===== config.mk =====
export PLATFORM = sky130hd
export DESIGN_NAME = sigencode_z_top
export DESIGN_NICKNAME = d
export VERILOG_FILES = /design/src/hw/sigencode_z_pkg.sv /design/src/hw/z_coeff_loader.sv /design/src/hw/sigencode_z_unit.sv /design/src/hw/z_encode_array.sv /design/src/hw/z_word_packer.sv /design/src/hw/sigencode_z_top.sv
export VERILOG_INCLUDE_DIRS = /design/src /design/src/include
export SDC_FILE = /design/constraint.sdc
export NUM_CORES = 1
export LEC_CHECK = 0
export BUFFER_PORTS_ARGS = -buffer_cell sky130_fd_sc_hd__clkbuf_2
export CAP_MARGIN = 25
export CORE_MARGIN = 10
export CORE_UTILIZATION = 50
export CTS_BUF_LIST = sky130_fd_sc_hd__clkbuf_8
export DETAILED_ROUTE_END_ITERATION = 16
export PLACE_DENSITY = 0.73
export SLEW_MARGIN = 5
export SYNTH_ARGS = -nofsm -noshare
export SYNTH_HDL_FRONTEND = slang
export SYNTH_SLANG_ARGS = --single-unit
export TNS_END_PERCENT = 20

===== constraint.sdc =====
create_clock -name clk -period 5.8 [get_ports clk]
set_input_delay 0.58 -clock clk [delete_from_list [all_inputs] [get_ports clk]]
set_output_delay 0.58 -clock clk [all_outputs]
set_load 0.02 [all_outputs]

===== src/include/sigencode_z_settings.svh =====
// Signature z encoder constants
`ifndef SIGENCODE_Z_SETTINGS_SVH
`define SIGENCODE_Z_SETTINGS_SVH

// ML-DSA prime modulus
`define SIGZ_Q 8380417

// Log2 of gamma1 for the only supported parameter set
`define SIGZ_GAMMA1_LOG 19

// Coefficient width, enough to hold any value below q
`define SIGZ_COEFF_W 23

// Encoded field width, gamma1 - z spans 0 to 2^20 - 1
`define SIGZ_ENC_W 20

// Coefficients per input beat
`define SIGZ_LANES 4
`define SIGZ_POLY_N 256
`define SIGZ_WORD_W 128
`define SIGZ_BEATS_PER_POLY 64

`endif


===== src/hw/sigencode_z_pkg.sv =====
// Signature z encoder types
`include "sigencode_z_settings.svh"

package sigencode_z_pkg;

    // ----------------------------------------
    // Coefficient and field types
    // ----------------------------------------

    // One coefficient modulo q
    typedef logic [`SIGZ_COEFF_W-1:0] coeff_t;

    // One encoded field of the packed signature
    typedef logic [`SIGZ_ENC_W-1:0] zenc_t;

    // Lane 0 carries the lowest-indexed coefficient and sits in the low bits
    typedef coeff_t [`SIGZ_LANES-1:0] coeff_vec_t;
    typedef zenc_t [`SIGZ_LANES-1:0] zenc_vec_t;

    // ----------------------------------------
    // Output word and counters
    // ----------------------------------------
    typedef logic [`SIGZ_WORD_W-1:0] word_t;

    // Beat index inside one polynomial, 64 beats
    typedef logic [$clog2(`SIGZ_BEATS_PER_POLY)-1:0] beat_cnt_t;

    // Gearbox phase, eight 80-bit groups make exactly five 128-bit words
    typedef logic [2:0] group_cnt_t;

endpackage


===== src/hw/z_coeff_loader.sv =====
// Coefficient input loader
`timescale 1ns/100ps
`include "sigencode_z_settings.svh"

module z_coeff_loader import sigencode_z_pkg::*; (
    input  logic       clk,
    input  logic       reset_n,
    input  logic       zeroize_i,
    input  logic       coeff_valid_i,
    input  coeff_vec_t coeff_i,
    output logic       ld_valid_o,
    output coeff_vec_t ld_coeff_o,
    output logic       ld_last_o
);

    // Index of the beat that is sampled next
    beat_cnt_t beat_cnt;

    // High while the beat now on the input closes a polynomial
    logic      beat_is_last;

    assign beat_is_last = (beat_cnt == beat_cnt_t'(`SIGZ_BEATS_PER_POLY - 1));

    // ----------------------------------------
    // Control state
    // ----------------------------------------

    // Zeroize drops whatever beat is on the input in the same cycle
    always_ff @(posedge clk or negedge reset_n) begin
        if (!reset_n) begin
            ld_valid_o <= 1'b0;
            ld_last_o  <= 1'b0;
            beat_cnt   <= '0;
        end else if (zeroize_i) begin
            ld_valid_o <= 1'b0;
            ld_last_o  <= 1'b0;
            beat_cnt   <= '0;
        end else begin
            ld_valid_o <= coeff_valid_i;
            // The last flag only travels with a valid beat
            ld_last_o  <= coeff_valid_i & beat_is_last;
            if (coeff_valid_i) begin
                // The 6-bit count wraps to zero after the 64th beat
                beat_cnt <= beat_cnt + 1'b1;
            end
        end
    end

    // Beat payload, only loaded when a beat is present
    always_ff @(posedge clk) begin
        if (coeff_valid_i) begin
            ld_coeff_o <= coeff_i;
        end
    end

endmodule


===== src/hw/sigencode_z_unit.sv =====
// Encode lane for one z coefficient
`timescale 1ns/100ps
`include "sigencode_z_settings.svh"

module sigencode_z_unit import sigencode_z_pkg::*; (
    input  logic   clk,
    input  logic   reset_n,
    input  logic   zeroize_i,
    input  coeff_t data_i,
    output zenc_t  data_o
);

    // Gamma1 and q as coefficient-width constants
    localparam coeff_t GAMMA1 = coeff_t'(1) << `SIGZ_GAMMA1_LOG;
    localparam coeff_t MOD_Q  = coeff_t'(`SIGZ_Q);

    // Stage one result, gamma1 - z in two's complement with its carry-out
    coeff_t diff;
    logic   diff_carry;

    // Stage register
    coeff_t diff_reg;
    logic   carry_reg;

    // Stage two result, the difference brought back into range by q
    coeff_t diff_plus_q;

    // ----------------------------------------
    // Stage one
    // ----------------------------------------

    // Subtraction as gamma1 + ~z + 1
    // A carry-out means z <= gamma1 and the difference is already non-negative
    assign {diff_carry, diff} = {1'b0, GAMMA1} + {1'b0, ~data_i} + 24'd1;

    always_ff @(posedge clk or negedge reset_n) begin
        if (!reset_n) begin
            diff_reg  <= '0;
            carry_reg <= 1'b0;
        end else if (zeroize_i) begin
            diff_reg  <= '0;
            carry_reg <= 1'b0;
        end else begin
            diff_reg  <= diff;
            carry_reg <= diff_carry;
        end
    end

    // ----------------------------------------
    // Stage two
    // ----------------------------------------

    // When z > gamma1 the difference wrapped around 2^23
    // Adding q wraps it back to gamma1 - z + q within 23 bits
    assign diff_plus_q = diff_reg + MOD_Q;

    // Final pick is combinational after the stage register
    // Both candidates fit in 20 bits, so the upper bits are simply dropped
    always_comb begin
        if (carry_reg) begin
            data_o = diff_reg[`SIGZ_ENC_W-1:0];
        end else begin
            data_o = diff_plus_q[`SIGZ_ENC_W-1:0];
        end
    end

endmodule


===== src/hw/z_encode_array.sv =====
// Four-lane z encode array
`timescale 1ns/100ps
`include "sigencode_z_settings.svh"

module z_encode_array import sigencode_z_pkg::*; (
    input  logic       clk,
    input  logic       reset_n,
    input  logic       zeroize_i,
    input  logic       ld_valid_i,
    input  coeff_vec_t ld_coeff_i,
    input  logic       ld_last_i,
    output logic       enc_valid_o,
    output zenc_vec_t  enc_data_o,
    output logic       enc_last_o
);

    // ----------------------------------------
    // Encode lanes
    // ----------------------------------------

    // Each lane holds one register stage, so the fields are valid one edge
    // after the loader presents the beat
    for (genvar lane = 0; lane < `SIGZ_LANES; lane++) begin : g_lane
        sigencode_z_unit u_unit (
            .clk       (clk),
            .reset_n   (reset_n),
            .zeroize_i (zeroize_i),
            .data_i    (ld_coeff_i[lane]),
            .data_o    (enc_data_o[lane])
        );
    end

    // ----------------------------------------
    // Valid and last delay
    // ----------------------------------------

    // Matches the lane stage register so the strobes line up with the fields
    always_ff @(posedge clk or negedge reset_n) begin
        if (!reset_n) begin
            enc_valid_o <= 1'b0;
            enc_last_o  <= 1'b0;
        end else if (zeroize_i) begin
            enc_valid_o <= 1'b0;
            enc_last_o  <= 1'b0;
        end else begin
            enc_valid_o <= ld_valid_i;
            enc_last_o  <= ld_valid_i & ld_last_i;
        end
    end

endmodule


===== src/hw/z_word_packer.sv =====
// Encoded field word packer
`timescale 1ns/100ps
`include "sigencode_z_settings.svh"

module z_word_packer import sigencode_z_pkg::*; (
    input  logic      clk,
    input  logic      reset_n,
    input  logic      zeroize_i,
    input  logic      enc_valid_i,
    input  zenc_vec_t enc_data_i,
    input  logic      enc_last_i,
    output logic      word_valid_o,
    output word_t     word_o,
    output logic      word_last_o
);

    // Bits in one beat of encoded fields
    localparam int GROUP_W = `SIGZ_ENC_W * `SIGZ_LANES;

    // Pending bits plus one new group need at most 112 + 80 bits
    localparam int COMB_W = `SIGZ_WORD_W + GROUP_W;

    // Pending bits sit aligned at bit 0 and never number more than 112
    word_t               pend_buf;
    group_cnt_t          phase;

    // Fill level of the buffer before the group of this phase is added
    logic [7:0]          fill;
    logic [7:0]          fill_sum;
    logic [COMB_W-1:0]   combined;
    logic                emit;

    // ----------------------------------------
    // Gearbox arithmetic
    // ----------------------------------------

    // Each phase adds 80 bits and every emit takes 128,
    // so the fill level follows from the phase alone
    always_comb begin
        case (phase)
            3'd0:    fill = 8'd0;
            3'd1:    fill = 8'd80;
            3'd2:    fill = 8'd32;
            3'd3:    fill = 8'd112;
            3'd4:    fill = 8'd64;
            3'd5:    fill = 8'd16;
            3'd6:    fill = 8'd96;
            default: fill = 8'd48;
        endcase
    end

    assign fill_sum = fill + 8'(GROUP_W);

    // Phases 1, 3, 4, 6 and 7 reach a full word
    assign emit = (fill_sum >= 8'(`SIGZ_WORD_W));

    // The new group lands directly above the pending bits
    assign combined = {{GROUP_W{1'b0}}, pend_buf}
                    | ({{`SIGZ_WORD_W{1'b0}}, enc_data_i} << fill);

    // ----------------------------------------
    // Buffer, phase and output strobes
    // ----------------------------------------
    always_ff @(posedge clk or negedge reset_n) begin
        if (!reset_n) begin
            pend_buf     <= '0;
            phase        <= '0;
            word_valid_o <= 1'b0;
            word_last_o  <= 1'b0;
        end else if (zeroize_i) begin
            pend_buf     <= '0;
            phase        <= '0;
            word_valid_o <= 1'b0;
            word_last_o  <= 1'b0;
        end else begin
            word_valid_o <= enc_valid_i & emit;
            word_last_o  <= enc_valid_i & emit & enc_last_i;
            if (enc_valid_i) begin
                if (emit) begin
                    // The remainder moves down and is empty after phase 7
                    pend_buf <= word_t'(combined[COMB_W-1:`SIGZ_WORD_W]);
                end else begin
                    pend_buf <= combined[`SIGZ_WORD_W-1:0];
                end
                // The last group of a polynomial always restarts the gearbox
                if (enc_last_i) begin
                    phase <= '0;
                end else begin
                    phase <= phase + 1'b1;
                end
            end
        end
    end

    // The word payload is the lowest 128 bits of the combined buffer
    always_ff @(posedge clk) begin
        if (enc_valid_i && emit) begin
            word_o <= combined[`SIGZ_WORD_W-1:0];
        end
    end

endmodule


===== src/hw/sigencode_z_top.sv =====
// Signature z encoder top level
`timescale 1ns/100ps
`include "sigencode_z_settings.svh"

module sigencode_z_top import sigencode_z_pkg::*; (
    input  logic       clk,
    input  logic       reset_n,
    input  logic       zeroize_i,
    input  logic       coeff_valid_i,
    input  coeff_vec_t coeff_i,
    output logic       word_valid_o,
    output word_t      word_o,
    output logic       word_last_o
);

    // ----------------------------------------
    // Internal connections
    // ----------------------------------------

    // Loader to encode array
    logic       ld_valid;
    coeff_vec_t ld_coeff;
    logic       ld_last;

    // Encode array to packer
    logic       enc_valid;
    zenc_vec_t  enc_data;
    logic       enc_last;

    // Registers each beat and marks the 64th one
    z_coeff_loader u_loader (
        .clk           (clk),
        .reset_n       (reset_n),
        .zeroize_i     (zeroize_i),
        .coeff_valid_i (coeff_valid_i),
        .coeff_i       (coeff_i),
        .ld_valid_o    (ld_valid),
        .ld_coeff_o    (ld_coeff),
        .ld_last_o     (ld_last)
    );

    // Four lanes of gamma1 - z
    z_encode_array u_array (
        .clk         (clk),
        .reset_n     (reset_n),
        .zeroize_i   (zeroize_i),
        .ld_valid_i  (ld_valid),
        .ld_coeff_i  (ld_coeff),
        .ld_last_i   (ld_last),
        .enc_valid_o (enc_valid),
        .enc_data_o  (enc_data),
        .enc_last_o  (enc_last)
    );

    // Gearbox from 80-bit groups to 128-bit words
    z_word_packer u_packer (
        .clk          (clk),
        .reset_n      (reset_n),
        .zeroize_i    (zeroize_i),
        .enc_valid_i  (enc_valid),
        .enc_data_i   (enc_data),
        .enc_last_i   (enc_last),
        .word_valid_o (word_valid_o),
        .word_o       (word_o),
        .word_last_o  (word_last_o)
    );

endmodule


* Word level (Yosys, flattened, before mapping) *
Index checks and enable logic that the tools add are counted.

cells by class
  multiplexer cells = 27
  reductions and logical operators = 4
  $add $sub $neg = 15
  equality and inequality tests = 7
  $lt $le $gt $ge = 1
  bitwise gates (word level) = 9
  shifts and indexed selects = 1

operators with widths
  kind                                                 count
  2-to-1 mux 128 bit                                   3
  bitwise OR 128 x 208 -> 208 bit                      1
  left shift 80 x 7 -> 208 bit                         1
  2-to-1 mux 20 bit                                    8
  adder 20 x 23 -> 24 bit, first input constant        4
  adder 24 x 1 -> 24 bit, second input constant        4
  inverter 23 bit                                      4
  adder 20 bit, second input constant                  4
  case mux 7 bit (7 select lines)                      1
  2-to-1 mux 6 bit                                     2
  2-to-1 mux 1 bit                                     10
  equality test 3 bit, second input constant           3
  2-to-1 mux 3 bit                                     3
  adder 7 x 7 -> 8 bit, second input constant          1
  >= comparator 8 bit, second input constant           1
  adder 6 x 1 -> 6 bit, second input constant          1
  equality test 3 x 2 -> 1 bit, second input constant  2
  equality test 6 bit, second input constant           1
  AND 1 bit                                            4
  nonzero test 2 bit                                   2
  adder 3 x 1 -> 3 bit, second input constant          1
  equality test 3 x 1 -> 1 bit, second input constant  1
  zero test 3 bit                                      1
  logical AND 1 bit                                    1

word-level totals
  bits in registers = 447
  input port bits = 96
  output and inout port bits = 130
  word-level logic and storage cells = 86

* Longest topological paths before layout *
Gate-level depths: netlist of run 1.

  depth after elaboration = 7
  gate-level depth with buffers = 12
  mapped depth without buffers = 8

* Hierarchy *
A second synthesis of run 1 with hierarchy kept.

unflattened totals
  cells, all modules = 1,685
  area total of the unflattened synthesis = 20,851.2 um2

by module, submodules not included
  module            times used  area an instance (um2)  seq. area each (um2)  cells each
  z_word_packer     1           12,190.4                7,171.9               946
  sigencode_z_unit  4           1,368.8                 525.5                 153
  z_coeff_loader    1           3,120.5                 2,962.8               123
  z_encode_array    1           65.1                    50.0                  4

* Worst setup path after synthesis of run 1 *
Ideal clock, no wire load.

  path type = register -> register
  from = register u_packer.phase[0]
  to = register u_packer.word_o[0], enable pin
  path buffers = 2
  data arrival time = 4,265 ps
  clock period less this slack = 4,745 ps
  slack = 1,055 ps
  cell stages (with the launch flop) = 9
  path through = dfrtp_1 > inv_1 > ha_1 > clkbuf_1 > or2_2 > clkbuf_1 > a21oi_1 > nand2_1 > inv_1

on the way
  longest elaborated chain between the ends = 5
  elaborated cells on any way between the ends = 11

RTL lines
  what                                         line                 source
  start: declaration                           z_word_packer.sv:25  group_cnt_t phase;
  start signal: assignment                     z_word_packer.sv:89  phase <= phase + 1'b1;
  equality test 3 bit (tied with other cells)  z_word_packer.sv:40  case (phase)
  case mux 7 bit (7 select lines) *            z_word_packer.sv:40
  adder 7 x 7 -> 8 bit *                       z_word_packer.sv:52  assign fill_sum = fill + 8'(GROUP_W);
  >= comparator 8 bit *                        z_word_packer.sv:55  assign emit = (fill_sum >= 8'(`SIGZ_WORD_W));
  logical AND 1 bit *                          z_word_packer.sv:97  if (enc_valid_i && emit) begin
  end signal: assignment                       z_word_packer.sv:98  word_o <= combined[`SIGZ_WORD_W-1:0];
  end: declaration                             z_word_packer.sv:13  output word_t word_o,

Mark *: on every way between the ends. The rest lies on a longest branch, timed or not.
A chain may end at the register's enable or synchronous reset.

* Worst setup path in the final report of run 1 *
  from = register u_packer.phase[0]
  to = register u_packer.word_o[115], data pin

on the way
  longest elaborated chain between the ends = 4
  elaborated cells on any way between the ends = 10

RTL lines
  what                                         line                 source
  equality test 3 bit (tied with other cells)  z_word_packer.sv:40
  case mux 7 bit (7 select lines) *            z_word_packer.sv:40
  left shift 80 x 7 -> 208 bit *               z_word_packer.sv:59  | ({{`SIGZ_WORD_W{1'b0}}, enc_data_i} << fill);
  bitwise OR 128 x 208 -> 208 bit *            z_word_packer.sv:58  assign combined = {{GROUP_W{1'b0}}, pend_buf}
  via u_packer.combined[115]                   z_word_packer.sv:30  logic [COMB_W-1:0] combined;

The timed path passes the listed nets; every way through them passes the cells marked *.

==> impl_metrics.prom, run 1 <==
# TYPE chip_impl_metric gauge
chip_impl_info{name="grt_busiest_layer",value="met2"} 1
chip_impl_info{name="critical_path.cell_chain",value="inv_1, ha_1, nor2_1, nor3_4, buf_4, nand2_1, o221ai_1, mux2i_1, a221o_1"} 1
chip_impl_metric{name="critPathMaxFanout",unit=""} 20
chip_impl_metric{name="clk_pin_slew_worst_paths",unit="ps"} 60
chip_impl_metric{name="grt_util_met1",unit="%"} 39.47
chip_impl_metric{name="fmax",unit="MHz"} 258.6
chip_impl_info{name="synth_top_family_by_area",value="compound AO/OA/AOI/OAI gates"} 1
chip_impl_metric{name="gp_congestion",unit=""} 1.030
chip_impl_metric{name="power_per_cell_area",unit="nW/um^2"} 307.4
chip_impl_metric{name="syn-num-nets",unit=""} 2039
chip_impl_metric{name="grt_pass1_vias",unit=""} 17030
chip_impl_metric{name="drt-wirelength-per-cell",unit="um"} 27.98
chip_impl_metric{name="worst_hold_slack",unit="ps"} 101.0
chip_impl_metric{name="antenna_cells",unit=""} 0
chip_impl_metric{name="route.detailed.drc",unit=""} 0
chip_impl_metric{name="finish.cell_count_without_fillers",unit=""} 2774
chip_impl_metric{name="post_cts.resized_instances",unit=""} 0
chip_impl_metric{name="syn-cell-area",unit="um^2"} 21300
chip_impl_info{name="ys.flop_type",value="sky130_fd_sc_hd__dfrtp_1"} 1
chip_impl_metric{name="setup_viol_count_final",unit=""} 0
chip_impl_info{name="hold-path-endpoint",value="u_loader.ld_coeff_o[28]"} 1
chip_impl_info{name="result_of_the_run",value="finished clean"} 1
chip_impl_metric{name="cp_num_buf_inv",unit=""} 2
chip_impl_metric{name="viasPerCell",unit=""} 6.397
chip_impl_metric{name="h-tree-depth",unit=""} 3
chip_impl_metric{name="die_x",unit="um"} 226.4
chip_impl_metric{name="drt_pre_antenna_iters",unit=""} 6
chip_impl_metric{name="timing.final.max_slew_violations",unit=""} 0
chip_impl_metric{name="fp.dieArea",unit="um^2"} 51250
chip_impl_metric{name="drt_iter0_markers",unit=""} 2384
chip_impl_info{name="critical_path.reg2reg.endpoint",value="u_packer.word_o[115]"} 1
chip_impl_metric{name="fill_cells",unit=""} 3554
chip_impl_metric{name="core-area",unit="um^2"} 42040
chip_impl_metric{name="clk_skew",unit="ps"} 41.70
chip_impl_metric{name="worst-r2r-setup-slack",unit="ps"} 1930
chip_impl_metric{name="yosys.area_share.simple",unit="%"} 14.32
chip_impl_metric{name="cts_buffer_depth",unit=""} 3
chip_impl_metric{name="dieHeight",unit="um"} 226.4
chip_impl_info{name="setup.worst_path.start_class",value="register"} 1
chip_impl_metric{name="netlist_cell_types",unit=""} 78
chip_impl_info{name="synthDominantAreaCellType",value="sky130_fd_sc_hd__edfxtp_1"} 1
chip_impl_metric{name="wirelength",unit="um"} 77610
chip_impl_metric{name="post-synth-top-area-fraction",unit="%"} 31.02
chip_impl_info{name="root_buffer_cell",value="sky130_fd_sc_hd__clkbuf_8"} 1
chip_impl_metric{name="rr_worst_depth",unit=""} 9
chip_impl_metric{name="floorplan.io_pins",unit=""} 226
chip_impl_metric{name="ys_warn_count",unit=""} 0
chip_impl_metric{name="power.leakage",unit="nW"} 10.41
chip_impl_metric{name="area_grow_syn2layout",unit="%"} 15.97
chip_impl_metric{name="finalHoldViolations",unit=""} 0
chip_impl_metric{name="grt_pass1_wl",unit="um"} 113100
chip_impl_metric{name="arrival",unit="ps"} 4270
chip_impl_info{name="critical-path-top-delay-family",value="simple AND/OR/NAND/NOR gates"} 1
chip_impl_metric{name="min_period",unit="ps"} 3867
chip_impl_metric{name="global_route.usage.met3",unit="%"} 7.196
chip_impl_metric{name="detail-route-antenna-nets",unit=""} 0
chip_impl_metric{name="complex_gate_fraction_of_the_synthesized_area",unit="%"} 17.66
chip_impl_metric{name="synth_fa_ha_area_share",unit="%"} 0.7638
chip_impl_metric{name="drive_gt1_share",unit="%"} 18.79
chip_impl_info{name="worstReg2RegStart",value="u_packer.phase[0]"} 1
chip_impl_metric{name="place.port_buffers",unit=""} 225
chip_impl_info{name="timing_worst_setup_path_type",value="reg -> reg"} 1
chip_impl_metric{name="transition_at_the_pin_with_the_smallest_max_transition_slack",unit="ps"} 1142
chip_impl_metric{name="fin_nets",unit=""} 2286
chip_impl_metric{name="cts.hold.buffers_added",unit=""} 1
chip_impl_metric{name="grt.total_usage",unit="%"} 30.12
chip_impl_info{name="synth_common_cells",value="sky130_fd_sc_hd__dfrtp_1 (227), sky130_fd_sc_hd__edfxtp_1 (220), sky130_fd_sc_hd__nor2_1 (214), sky130_fd_sc_hd__nand2_1 (124), sky130_fd_sc_hd__a21oi_1 (109)"} 1
chip_impl_metric{name="detailed_place_hpwl",unit="um"} 56620
chip_impl_metric{name="syn_inst",unit=""} 1930
chip_impl_info{name="top_regs",value="u_packer.pend_buf: 128 flops, u_packer.word_o: 128 flops, u_loader.ld_coeff_o: 92 flops"} 1
chip_impl_info{name="timing.hold.worst.class",value="in -> reg"} 1
chip_impl_info{name="synth_area_leaders",value="sky130_fd_sc_hd__edfxtp_1 (31%), sky130_fd_sc_hd__dfrtp_1 (27%), sky130_fd_sc_hd__nor2_1 (3.8%), sky130_fd_sc_hd__xor2_1 (3.2%), sky130_fd_sc_hd__a21oi_1 (2.6%)"} 1
chip_impl_metric{name="cts_sinks",unit=""} 447
chip_impl_info{name="cp-end-kind",value="register"} 1
chip_impl_metric{name="syn_area_per_cell",unit="um^2"} 11.03
chip_impl_metric{name="synth_seq_cells",unit=""} 447
chip_impl_metric{name="maximum_number_of_pins_on_one_net_before_global_route_repair",unit=""} 92
chip_impl_info{name="worst_path_max_delay_cell",value="sky130_fd_sc_hd__nor3_4"} 1
chip_impl_metric{name="numPlacedInstances",unit=""} 2637
chip_impl_metric{name="dr_total_vias",unit=""} 17750
chip_impl_info{name="synth_most_common_cell",value="sky130_fd_sc_hd__dfrtp_1"} 1
chip_impl_metric{name="cts_inserted_buffers",unit=""} 73
chip_impl_metric{name="synth_xor_area_share",unit="%"} 5.429
chip_impl_info{name="tritoncts_clock_tree",value="yes"} 1
chip_impl_info{name="min_from",value="coeff_i[28]"} 1
chip_impl_metric{name="max-vdd-ir-drop",unit="mV"} 0.2091
chip_impl_metric{name="aggregate_negative_setup_slack",unit="ps"} 0
chip_impl_metric{name="post_cts_buffers",unit=""} 0
chip_impl_metric{name="maxSlewHeadroom",unit="%"} 23.33
chip_impl_metric{name="synth_sequential_area_ratio",unit="%"} 57.69
chip_impl_metric{name="cp.required",unit="ps"} 6200
chip_impl_metric{name="async_flop_share",unit="%"} 50.78
chip_impl_metric{name="synth-edff-count",unit=""} 220
chip_impl_metric{name="antenna_found_initial",unit=""} 0
chip_impl_metric{name="globalRouteOverflowTotal",unit=""} 0
chip_impl_metric{name="initial_standard_cell_utilization_of_the_core",unit="%"} 50.66
chip_impl_metric{name="whs_path_depth",unit=""} 1
chip_impl_metric{name="max-cap-violations",unit=""} 0
chip_impl_metric{name="timing.final.crit_share",unit="%"} 66.67
chip_impl_metric{name="fp-row-count",unit=""} 75
chip_impl_info{name="setup_repair_after_global_routing_missed_its_margin",value="false"} 1
chip_impl_metric{name="cp_slowest_stage_delay",unit="ps"} 770
chip_impl_metric{name="groute.layer.met2.usage",unit="%"} 45.53
chip_impl_metric{name="insertion_delay",unit="ps"} 670
chip_impl_metric{name="synth.area.mux_share",unit="%"} 1.639
==> power breakdown <==
| group | switching [mW] | total (mW) | internal [mW] |
|---|---|---|---|
| clock network | 1.27 | 2.77 | 1.50 |
| logic | 0.851 | 1.20 | 0.347 |
| registers | 0.120 | 3.63 | 3.51 |
==> metal layers <==
layer / vias up / part of all wire, % / wire length (um)
li1: 7758 / - / -
met1: 8619 / 39 / 30550
met2: 1173 / 45 / 34920
met3: 195 / 11 / 8195
met4: 0 / 5.1 / 3947
met5: - / 0 / 0
==> cell families (layout without fill, tap and decap cells) <==
family | Yosys count | count (layout)
fa+ha+maj | 13 | 13
mux | 30 | 30
xor+xnor | 132 | 132
flops | 447 | 447
buf+inv | 139 | 444
compound gates | 546 | 546
simple gates | 623 | 623
==> area by class of cell <==
type                    count  area (um^2)  area share [%]
inverters                  32        122.6          0.4965
clock buffers              80         1101           4.458
repair buffers            279         1569           6.353
multi-input cells        1344         8581           34.74
clock inverters            53        364.1           1.474
well taps                 539        674.4           2.730
flip-flops and latches    447        12290           49.75
==> cells in the final DEF, fill, tap and decap left out, types with 53 or more instances in the layout <==
cell type | synthesis | layout
sky130_fd_sc_hd__dfrtp_1 | 227 | 227
sky130_fd_sc_hd__clkbuf_2 | 0 | 222
sky130_fd_sc_hd__edfxtp_1 | 220 | 220
sky130_fd_sc_hd__nor2_1 | 214 | 208
sky130_fd_sc_hd__nand2_1 | 124 | 124
sky130_fd_sc_hd__a21oi_1 | 109 | 106
sky130_fd_sc_hd__o21ai_0 | 103 | 102
sky130_fd_sc_hd__clkbuf_8 | 0 | 80
sky130_fd_sc_hd__xor2_1 | 78 | 78
sky130_fd_sc_hd__inv_1 | 31 | 54
sky130_fd_sc_hd__xnor2_1 | 54 | 53
sky130_fd_sc_hd__buf_4 | 0 | 53
==> per-stage QoR <==
| stage | util, % | power, mW | instance area (um^2) | worst slack, ps |
|---|---|---|---|---|
| 2_1_floorplan | - | 4.273 | 21300 | 1055 |
| 3_3_place_gp | 55.15 | 4.815 | 23190 | 1987 |
| 3_5_place_dp | 55.17 | 4.825 | 23190 | 2032 |
| 4_1_cts | 58.68 | 7.581 | 24670 | 2035 |
| 5_1_grt | 58.75 | 7.861 | 24700 | 1836 |
| 6_report | 58.75 | 7.592 | 24700 | 1933 |
==> worst max-delay path by stage <==
stage                            from                    to  slack (ps)  cells past startpoint
floorplan           u_packer.phase[0]    u_packer.word_o[0]        1050                      8
detailed placement  u_packer.phase[1]   u_packer.word_o[94]        2030                      8
finish              u_packer.phase[0]  u_packer.word_o[115]        1930                      9
CTS                 u_packer.phase[0]  u_packer.word_o[115]        2040                      9
global placement    u_packer.phase[0]  u_packer.word_o[115]        1990                      9
global route        u_packer.phase[0]  u_packer.word_o[115]        1840                      9
Power figures use the tool's default switching activity.
==> inputs of run 2 (changes only) <==
--- a/config.mk
+++ b/config.mk
@@ -6,13 +6,14 @@
 export SDC_FILE = /design/constraint.sdc
 export NUM_CORES = 1
 export LEC_CHECK = 0
+export ABC_AREA = 1
 export BUFFER_PORTS_ARGS = -buffer_cell sky130_fd_sc_hd__clkbuf_2
 export CAP_MARGIN = 25
 export CORE_MARGIN = 10
 export CORE_UTILIZATION = 50
 export CTS_BUF_LIST = sky130_fd_sc_hd__clkbuf_8
 export DETAILED_ROUTE_END_ITERATION = 16
-export PLACE_DENSITY = 0.73
+export PLACE_DENSITY = 0.75
 export SLEW_MARGIN = 5
 export SYNTH_ARGS = -nofsm -noshare
 export SYNTH_HDL_FRONTEND = slang
==> constraint.sdc (replaced) <==
create_clock -name clk -period 3.4 [get_ports clk]
set_input_delay 0.34 -clock clk [delete_from_list [all_inputs] [get_ports clk]]
set_output_delay 0.34 -clock clk [all_outputs]
set_load 0.02 [all_outputs]
==> run 2 against run 1 <==
Combinational power up 86%. Fmax up 34%. Sequential share of layout area down 3.9 points. Register-to-register slack worse by 1400 ps.
==> impl_metrics.prom, run 2 <==
# TYPE chip_impl_metric gauge
chip_impl_info{name="result_of_the_run",value="finished clean"} 1
chip_impl_metric{name="global_route.usage.met3",unit="%"} 6.010
chip_impl_metric{name="route.detailed.drc",unit=""} 0
chip_impl_metric{name="grt.total_usage",unit="%"} 27.80
chip_impl_metric{name="dieHeight",unit="um"} 231.5
chip_impl_metric{name="groute.layer.met2.usage",unit="%"} 44.30
chip_impl_metric{name="antenna_cells",unit=""} 0
chip_impl_metric{name="cts_inserted_buffers",unit=""} 75
chip_impl_metric{name="fmax",unit="MHz"} 347.3
chip_impl_metric{name="synth_sequential_area_ratio",unit="%"} 54.91
chip_impl_metric{name="grt_pass1_vias",unit=""} 19210
chip_impl_metric{name="finalHoldViolations",unit=""} 0
chip_impl_metric{name="wirelength",unit="um"} 75080
chip_impl_metric{name="syn_inst",unit=""} 2601
chip_impl_metric{name="netlist_cell_types",unit=""} 53
chip_impl_info{name="setup_repair_after_global_routing_missed_its_margin",value="false"} 1
chip_impl_info{name="root_buffer_cell",value="sky130_fd_sc_hd__clkbuf_8"} 1
chip_impl_info{name="timing.hold.worst.class",value="in -> reg"} 1
chip_impl_metric{name="critPathMaxFanout",unit=""} 85
chip_impl_metric{name="timing.final.max_slew_violations",unit=""} 0
chip_impl_metric{name="cts_buffer_depth",unit=""} 3
chip_impl_metric{name="grt_util_met1",unit="%"} 36.42
chip_impl_info{name="timing_worst_setup_path_type",value="reg -> reg"} 1
chip_impl_metric{name="syn-num-nets",unit=""} 2710
chip_impl_metric{name="power_per_cell_area",unit="nW/um^2"} 495.7
chip_impl_info{name="ys.flop_type",value="sky130_fd_sc_hd__dfrtp_1"} 1
chip_impl_metric{name="h-tree-depth",unit=""} 3
chip_impl_metric{name="power.leakage",unit="nW"} 12.42
chip_impl_info{name="synth_most_common_cell",value="sky130_fd_sc_hd__nand2_1"} 1
chip_impl_info{name="grt_busiest_layer",value="met2"} 1
chip_impl_metric{name="ys_warn_count",unit=""} 0
chip_impl_info{name="synthDominantAreaCellType",value="sky130_fd_sc_hd__edfxtp_1"} 1
chip_impl_info{name="min_from",value="zeroize_i"} 1
chip_impl_metric{name="syn_area_per_cell",unit="um^2"} 8.603
chip_impl_metric{name="fp.dieArea",unit="um^2"} 53610
chip_impl_metric{name="core-area",unit="um^2"} 44220
chip_impl_info{name="mostFrequentLayoutCell",value="sky130_fd_sc_hd__nand2_1"} 1
chip_impl_metric{name="floorplan.io_pins",unit=""} 226
chip_impl_info{name="layout_common_cells",value="sky130_fd_sc_hd__nand2_1 (770), sky130_fd_sc_hd__nand3_1 (278), sky130_fd_sc_hd__inv_1 (272), sky130_fd_sc_hd__dfrtp_1 (227), sky130_fd_sc_hd__clkbuf_2 (223)"} 1
chip_impl_metric{name="aggregate_negative_setup_slack",unit="ps"} 0
chip_impl_metric{name="viasPerCell",unit=""} 5.523
chip_impl_metric{name="drt-wirelength-per-cell",unit="um"} 20.94
chip_impl_metric{name="maxSlewHeadroom",unit="%"} 42.54
chip_impl_metric{name="fin_nets",unit=""} 3041
chip_impl_metric{name="dr_total_vias",unit=""} 19810
chip_impl_metric{name="synth_seq_cells",unit=""} 447
chip_impl_metric{name="arrival",unit="ps"} 3470
chip_impl_metric{name="synth-edff-count",unit=""} 220
chip_impl_metric{name="detailed_place_hpwl",unit="um"} 54160
chip_impl_metric{name="max-cap-violations",unit=""} 0
chip_impl_metric{name="setup_viol_count_final",unit=""} 0
chip_impl_info{name="top_regs",value="u_packer.pend_buf: 128 flops, u_packer.word_o: 128 flops, u_loader.ld_coeff_o: 92 flops"} 1
chip_impl_metric{name="antenna_found_initial",unit=""} 0
chip_impl_info{name="synth_area_leaders",value="sky130_fd_sc_hd__edfxtp_1 (30%), sky130_fd_sc_hd__dfrtp_1 (25%), sky130_fd_sc_hd__nand2_1 (13%), sky130_fd_sc_hd__nand3_1 (6.2%), sky130_fd_sc_hd__inv_1 (4.3%)"} 1
chip_impl_info{name="cp-end-kind",value="register"} 1
chip_impl_metric{name="post_dp_cell_area",unit="um^2"} 24280
chip_impl_info{name="setup.worst_path.start",value="u_packer.phase[1]"} 1
chip_impl_metric{name="place.port_buffers",unit=""} 225
chip_impl_info{name="synth_common_cells",value="sky130_fd_sc_hd__nand2_1 (770), sky130_fd_sc_hd__nand3_1 (278), sky130_fd_sc_hd__inv_1 (257), sky130_fd_sc_hd__dfrtp_1 (227), sky130_fd_sc_hd__edfxtp_1 (220)"} 1
chip_impl_info{name="worstReg2RegStart",value="u_packer.phase[1]"} 1
chip_impl_metric{name="fill_cells",unit=""} 3709
chip_impl_metric{name="grt_pass1_wl",unit="um"} 115000
chip_impl_metric{name="insertion_delay",unit="ps"} 680
chip_impl_metric{name="drt_iter0_markers",unit=""} 2169
chip_impl_metric{name="fp-row-count",unit=""} 77
chip_impl_metric{name="post_cts.resized_instances",unit=""} 0
chip_impl_metric{name="clk_pin_slew_worst_paths",unit="ps"} 60
chip_impl_metric{name="initial_standard_cell_utilization_of_the_core",unit="%"} 50.60
chip_impl_info{name="tritoncts_clock_tree",value="yes"} 1
chip_impl_metric{name="timing.final.crit_share",unit="%"} 84.68
chip_impl_metric{name="syn-cell-area",unit="um^2"} 22380
chip_impl_metric{name="clk_skew",unit="ps"} 29.57
chip_impl_metric{name="drt_pre_antenna_iters",unit=""} 7
chip_impl_metric{name="maximum_number_of_pins_on_one_net_before_global_route_repair",unit=""} 118
chip_impl_metric{name="transition_at_the_pin_with_the_smallest_max_transition_slack",unit="ps"} 861.9
chip_impl_metric{name="cts_sinks",unit=""} 447
chip_impl_metric{name="min_period",unit="ps"} 2879
chip_impl_metric{name="cp.required",unit="ps"} 3990
chip_impl_metric{name="area_grow_syn2layout",unit="%"} 19.64
chip_impl_metric{name="detail-route-antenna-nets",unit=""} 0
chip_impl_metric{name="async_flop_share",unit="%"} 50.78
chip_impl_metric{name="gp_congestion",unit=""} 1.022
chip_impl_metric{name="globalRouteOverflowTotal",unit=""} 0
chip_impl_metric{name="finish.instance_area",unit="um^2"} 26770
chip_impl_metric{name="die_x",unit="um"} 231.5
chip_impl_metric{name="post-synth-top-area-fraction",unit="%"} 29.53
chip_impl_metric{name="max-vdd-ir-drop",unit="mV"} 0.4286
chip_impl_info{name="setup.worst_path.start_class",value="register"} 1
chip_impl_metric{name="drive_gt1_share",unit="%"} 15.03
run 2: changes by cell type in the layout (fill, tap and decap cells not counted), moves of 26 or more:
cell,before,now
sky130_fd_sc_hd__dlygate4sd3_1,1,93
sky130_fd_sc_hd__nand2_1,124,770
sky130_fd_sc_hd__xor2_1,78,35
sky130_fd_sc_hd__nand3_1,44,278
sky130_fd_sc_hd__inv_1,54,272
sky130_fd_sc_hd__a21o_1,39,10
sky130_fd_sc_hd__a21oi_1,106,62
sky130_fd_sc_hd__o21ai_1,2,46
sky130_fd_sc_hd__a221o_1,26,0
sky130_fd_sc_hd__xnor2_1,53,14
sky130_fd_sc_hd__or4_1,31,2
sky130_fd_sc_hd__nor2_1,208,162
run 2: what timing repair did:
action,in CTS,in global routing
setup buffers,0,0
hold buffers,93,0
hold endpoints to repair,186,0
run 2: worst paths after layout:
check,end,slack (ps),depth (start not counted)
setup / recovery,u_packer.pend_buf[9],520,13
hold / removal,u_packer.pend_buf[123],200,2
setup reg to reg,u_packer.pend_buf[9],520,13
hold reg to reg,u_packer.pend_buf[98],480,2
max in group asynchronous,u_array.g_lane[3].u_unit.diff_reg[18],2230,3
min in group asynchronous,u_packer.pend_buf[72],300,2
run 2: cell type report:
cell class | instances | area (um^2) | share of cell area [%]
inverter | 272 | 1023 | 3.823
timing repair buffer | 359 | 2535 | 9.469
tap | 592 | 740.7 | 2.767
sequential | 447 | 12290 | 45.90
multi-input combinational | 1777 | 8653 | 32.32
clock inverter | 51 | 320.3 | 1.196
clock buffer | 88 | 1211 | 4.524
run 2: layer usage:
| metal | vias up | part of all wire (%) |
|---|---|---|
| met4 | 0 | 3.9 |
| li1 | 9287 | - |
| met3 | 149 | 8.9 |
| met2 | 990 | 47 |
| met1 | 9381 | 41 |
| met5 | - | 0 |
run 2: power by group:
group          internal, mW  switching [mW]  leakage (nW)
combinational         0.645            1.58          6.44
sequential             6.00           0.173          5.14
clock                  2.61            2.26         0.838
run 2: kinds of logic after synthesis:
family / count (synthesis) / share of synthesized area (%)
and+or+nand+nor: 1382 / 26.92
DFF: 447 / 54.91
adders and majority gates: 13 / 0.7270
AOI/OAI and AO/OA: 331 / 8.679
xor gates and xnor gates: 50 / 1.991
buffers and inverters: 377 / 6.727
muxes: 1 / 0.04474
run 2: critical path, stage by stage (launching register included):
cell and delay [ps]:
sky130_fd_sc_hd__dfrtp_1 420, sky130_fd_sc_hd__inv_2 100, sky130_fd_sc_hd__ha_4 190, sky130_fd_sc_hd__inv_1 80, sky130_fd_sc_hd__nand2_1 90, sky130_fd_sc_hd__nor2_4 150, sky130_fd_sc_hd__buf_12 360, sky130_fd_sc_hd__nor2_4 160
sky130_fd_sc_hd__nor2_4 270, sky130_fd_sc_hd__inv_2 170, sky130_fd_sc_hd__nor2_8 270, sky130_fd_sc_hd__buf_12 270, sky130_fd_sc_hd__a22oi_1 100, sky130_fd_sc_hd__o21ai_0 100
run 2: metrics by stage:
stage	hold slack, ps	util (%)	total power [mW]	setup WS [ps]	std cells
2_1_floorplan	44.41	-	7.450	-232.7	2601
3_3_place_gp	448.8	54.91	8.309	675.7	3353
3_5_place_dp	456.8	54.91	8.345	569.4	3353
4_1_cts	151.3	60.48	13.28	546.2	3585
5_1_grt	174.1	60.54	13.82	262.5	3586
6_report	197.7	60.54	13.27	520.8	3586
==> inputs of run 3 (changes only) <==
--- a/config.mk
+++ b/config.mk
@@ -6,14 +6,14 @@
 export SDC_FILE = /design/constraint.sdc
 export NUM_CORES = 1
 export LEC_CHECK = 0
-export ABC_AREA = 1
+export ABC_AREA = 0
 export BUFFER_PORTS_ARGS = -buffer_cell sky130_fd_sc_hd__clkbuf_2
 export CAP_MARGIN = 25
 export CORE_MARGIN = 10
 export CORE_UTILIZATION = 50
 export CTS_BUF_LIST = sky130_fd_sc_hd__clkbuf_8
 export DETAILED_ROUTE_END_ITERATION = 16
-export PLACE_DENSITY = 0.75
+export PLACE_DENSITY = 0.73
 export SLEW_MARGIN = 5
 export SYNTH_ARGS = -nofsm -noshare
 export SYNTH_HDL_FRONTEND = slang
==> constraint.sdc (replaced) <==
create_clock -name clk -period 2.9 [get_ports clk]
set_input_delay 0.29 -clock clk [delete_from_list [all_inputs] [get_ports clk]]
set_output_delay 0.29 -clock clk [all_outputs]
set_load 0.02 [all_outputs]
==> run 3 against run 2 <==
Combinational power up 32%. Worst hold slack worse by 140 ps. Critical endpoint is now u_packer.word_o[121]. Final area up 2.3%. Critical path depth down 3. Via count down 3.2%. Clock power up 13%. Sequential power up 18%. Register-to-register slack worse by 450 ps. Worst setup slack worse by 450 ps. Count of clock-buffer cells in the layout down 4.
==> impl_metrics.prom, run 3 (synthesis results as in run 1) <==
# TYPE chip_impl_metric gauge
chip_impl_metric{name="place_ws",unit="ps"} 35.55
chip_impl_metric{name="globalRouteOverflowTotal",unit=""} 0
chip_impl_metric{name="antenna_found_initial",unit=""} 0
chip_impl_metric{name="aggregate_negative_setup_slack",unit="ps"} 0
chip_impl_metric{name="post_dp_cell_area",unit="um^2"} 24990
chip_impl_metric{name="floorplan.io_pins",unit=""} 226
chip_impl_metric{name="h-tree-depth",unit=""} 3
chip_impl_metric{name="power.leakage",unit="nW"} 11.78
chip_impl_metric{name="place.port_buffers",unit=""} 225
chip_impl_metric{name="intPower",unit="mW"} 10.96
chip_impl_info{name="cp-end-kind",value="register"} 1
chip_impl_info{name="worst_path_max_delay_cell",value="sky130_fd_sc_hd__a222oi_1"} 1
chip_impl_metric{name="insertion_delay",unit="ps"} 680
chip_impl_metric{name="report.power.total",unit="mW"} 15.72
chip_impl_metric{name="power_per_cell_area",unit="nW/um^2"} 573.8
chip_impl_metric{name="max-cap-violations",unit=""} 0
chip_impl_metric{name="drt_iter0_markers",unit=""} 2372
chip_impl_info{name="result_of_the_run",value="finished clean"} 1
chip_impl_metric{name="setup_viol_count_final",unit=""} 0
chip_impl_metric{name="cp.required",unit="ps"} 3400
chip_impl_metric{name="gp_congestion",unit=""} 1.038
chip_impl_metric{name="viasPerCell",unit=""} 6.254
chip_impl_metric{name="cts_buffer_depth",unit=""} 3
chip_impl_info{name="critical-path-top-delay-family",value="compound AO/OA/AOI/OAI gates"} 1
chip_impl_metric{name="worst_hold_slack",unit="ps"} 52.68
chip_impl_metric{name="grt_pass1_vias",unit=""} 18940
chip_impl_info{name="root_buffer_cell",value="sky130_fd_sc_hd__clkbuf_8"} 1
chip_impl_metric{name="grt_pass1_wl",unit="um"} 127100
chip_impl_metric{name="wirelength",unit="um"} 87500
chip_impl_metric{name="cts_sinks",unit=""} 447
chip_impl_metric{name="fp.dieArea",unit="um^2"} 51250
chip_impl_info{name="critical_path.cell_chain",value="inv_2, ha_2, or2_2, buf_4, o211ai_1, buf_4, a222oi_1, o21ai_1, buf_4, o21ai_0"} 1
chip_impl_info{name="timing.hold.worst.class",value="in -> reg"} 1
chip_impl_metric{name="dr_total_vias",unit=""} 19170
chip_impl_metric{name="numPlacedInstances",unit=""} 2836
chip_impl_metric{name="max-vdd-ir-drop",unit="mV"} 0.6360
chip_impl_metric{name="cts_inserted_buffers",unit=""} 74
chip_impl_info{name="timing_worst_setup_path_type",value="reg -> reg"} 1
chip_impl_metric{name="drive_gt1_share",unit="%"} 24.58
chip_impl_metric{name="transition_at_the_pin_with_the_smallest_max_transition_slack",unit="ps"} 1126
chip_impl_metric{name="p_comb_share",unit="%"} 18.7
chip_impl_info{name="top_regs",value="u_packer.pend_buf: 128 flops, u_packer.word_o: 128 flops, u_loader.ld_coeff_o: 92 flops"} 1
chip_impl_metric{name="detail-route-antenna-nets",unit=""} 0
chip_impl_metric{name="timing.final.crit_share",unit="%"} 97.44
chip_impl_metric{name="maxSlewHeadroom",unit="%"} 24.37
chip_impl_metric{name="grt.total_usage",unit="%"} 33.88
chip_impl_info{name="tritoncts_clock_tree",value="yes"} 1
chip_impl_info{name="mostFrequentLayoutCell",value="sky130_fd_sc_hd__dfrtp_1"} 1
chip_impl_metric{name="die_x",unit="um"} 226.4
chip_impl_metric{name="min_period",unit="ps"} 2826
chip_impl_metric{name="arrival",unit="ps"} 3330
chip_impl_metric{name="drt-wirelength-per-cell",unit="um"} 28.55
chip_impl_metric{name="finalHoldViolations",unit=""} 0
chip_impl_metric{name="post_cts_buffers",unit=""} 0
chip_impl_metric{name="finish.instance_area",unit="um^2"} 27390
chip_impl_metric{name="fin_nets",unit=""} 2575
chip_impl_metric{name="power.share.sequential",unit="%"} 46.2
chip_impl_info{name="setup_repair_after_global_routing_missed_its_margin",value="true"} 1
chip_impl_metric{name="drt_pre_antenna_iters",unit=""} 6
chip_impl_metric{name="critPathMaxFanout",unit=""} 7
chip_impl_metric{name="fp-row-count",unit=""} 75
chip_impl_metric{name="p_sw",unit="mW"} 4.758
chip_impl_metric{name="initial_standard_cell_utilization_of_the_core",unit="%"} 50.66
chip_impl_metric{name="cp_num_buf_inv",unit=""} 4
chip_impl_metric{name="maximum_number_of_pins_on_one_net_before_global_route_repair",unit=""} 99
chip_impl_metric{name="fmax",unit="MHz"} 353.9
chip_impl_metric{name="timing.final.max_slew_violations",unit=""} 0
chip_impl_metric{name="final_core_util",unit="%"} 65.15
chip_impl_metric{name="power.clock.fraction",unit="%"} 35.1
chip_impl_metric{name="switching_share",unit="%"} 30.27
chip_impl_metric{name="cp_slowest_stage_delay",unit="ps"} 670
chip_impl_metric{name="dieHeight",unit="um"} 226.4
chip_impl_metric{name="antenna_cells",unit=""} 0
chip_impl_metric{name="route.detailed.drc",unit=""} 0
chip_impl_info{name="setup.worst_path.start_class",value="register"} 1
chip_impl_metric{name="detailed_place_hpwl",unit="um"} 62150
chip_impl_metric{name="area_grow_syn2layout",unit="%"} 28.60
chip_impl_metric{name="clk_pin_slew_worst_paths",unit="ps"} 70
chip_impl_info{name="layout_common_cells",value="sky130_fd_sc_hd__dfrtp_1 (226), sky130_fd_sc_hd__buf_4 (225), sky130_fd_sc_hd__clkbuf_2 (222), sky130_fd_sc_hd__edfxtp_1 (220), sky130_fd_sc_hd__nor2_1 (211)"} 1
chip_impl_info{name="critical-path-top-cell-by-count",value="sky130_fd_sc_hd__buf_4"} 1
chip_impl_metric{name="core-area",unit="um^2"} 42040
chip_impl_metric{name="clk_skew",unit="ps"} 37.86
chip_impl_metric{name="post-route-worst-setup-slack",unit="ps"} 74.31
chip_impl_metric{name="finish.cell_count_without_fillers",unit=""} 3065
-- run 3: repair_timing --
action	4_1_cts	5_1_grt
hold buffers	93	0
setup endpoints to repair	0	21
hold endpoints to repair	159	0
resized for setup	0	9
-- run 3: routing by layer --
metal	part of all wire (%)	global-route usage [%]	wire length, um
met1	39	43.75	34510
met2	45	52.54	39500
met3	10	8.398	8774
met4	5.4	16.51	4712
met5	0	0	0
-- run 3: layout make-up --
class | instances | area [um^2]
clock buffers | 84 | 1156
clock inverters | 52 | 279.0
fillers | 3169 | 14650
inverters | 32 | 123.9
multi-input cells | 1344 | 8600
flip-flops and latches | 447 | 12290
well taps | 539 | 674.4
repair buffers | 567 | 4267
-- run 3: power by group through the flow --
stage / Clock, mW / Sequential [mW] / Combinational, mW
2_1_floorplan: 0 / 7.33 / 1.22
3_3_place_gp: 0 / 7.35 / 2.68
4_1_cts: 5.53 / 7.24 / 2.81
5_1_grt: 5.84 / 7.29 / 3.05
6_report: 5.52 / 7.26 / 2.94
3_5_place_dp: 0 / 7.37 / 2.70
-- run 3: worst paths after layout --
path | from | endpoint | slack (ps) | depth (start not counted)
max | u_packer.phase[0] | u_packer.word_o[121] | 70 | 10
min | coeff_valid_i | u_loader.ld_coeff_o[58] | 50 | 1
max reg2reg | u_packer.phase[0] | u_packer.word_o[121] | 70 | 10
min reg2reg | u_packer.pend_buf[70] | u_packer.pend_buf[70] | 480 | 2
max in group asynchronous | reset_n | u_packer.pend_buf[106] | 1830 | 3
min in group asynchronous | reset_n | u_packer.phase[0] | 200 | 2
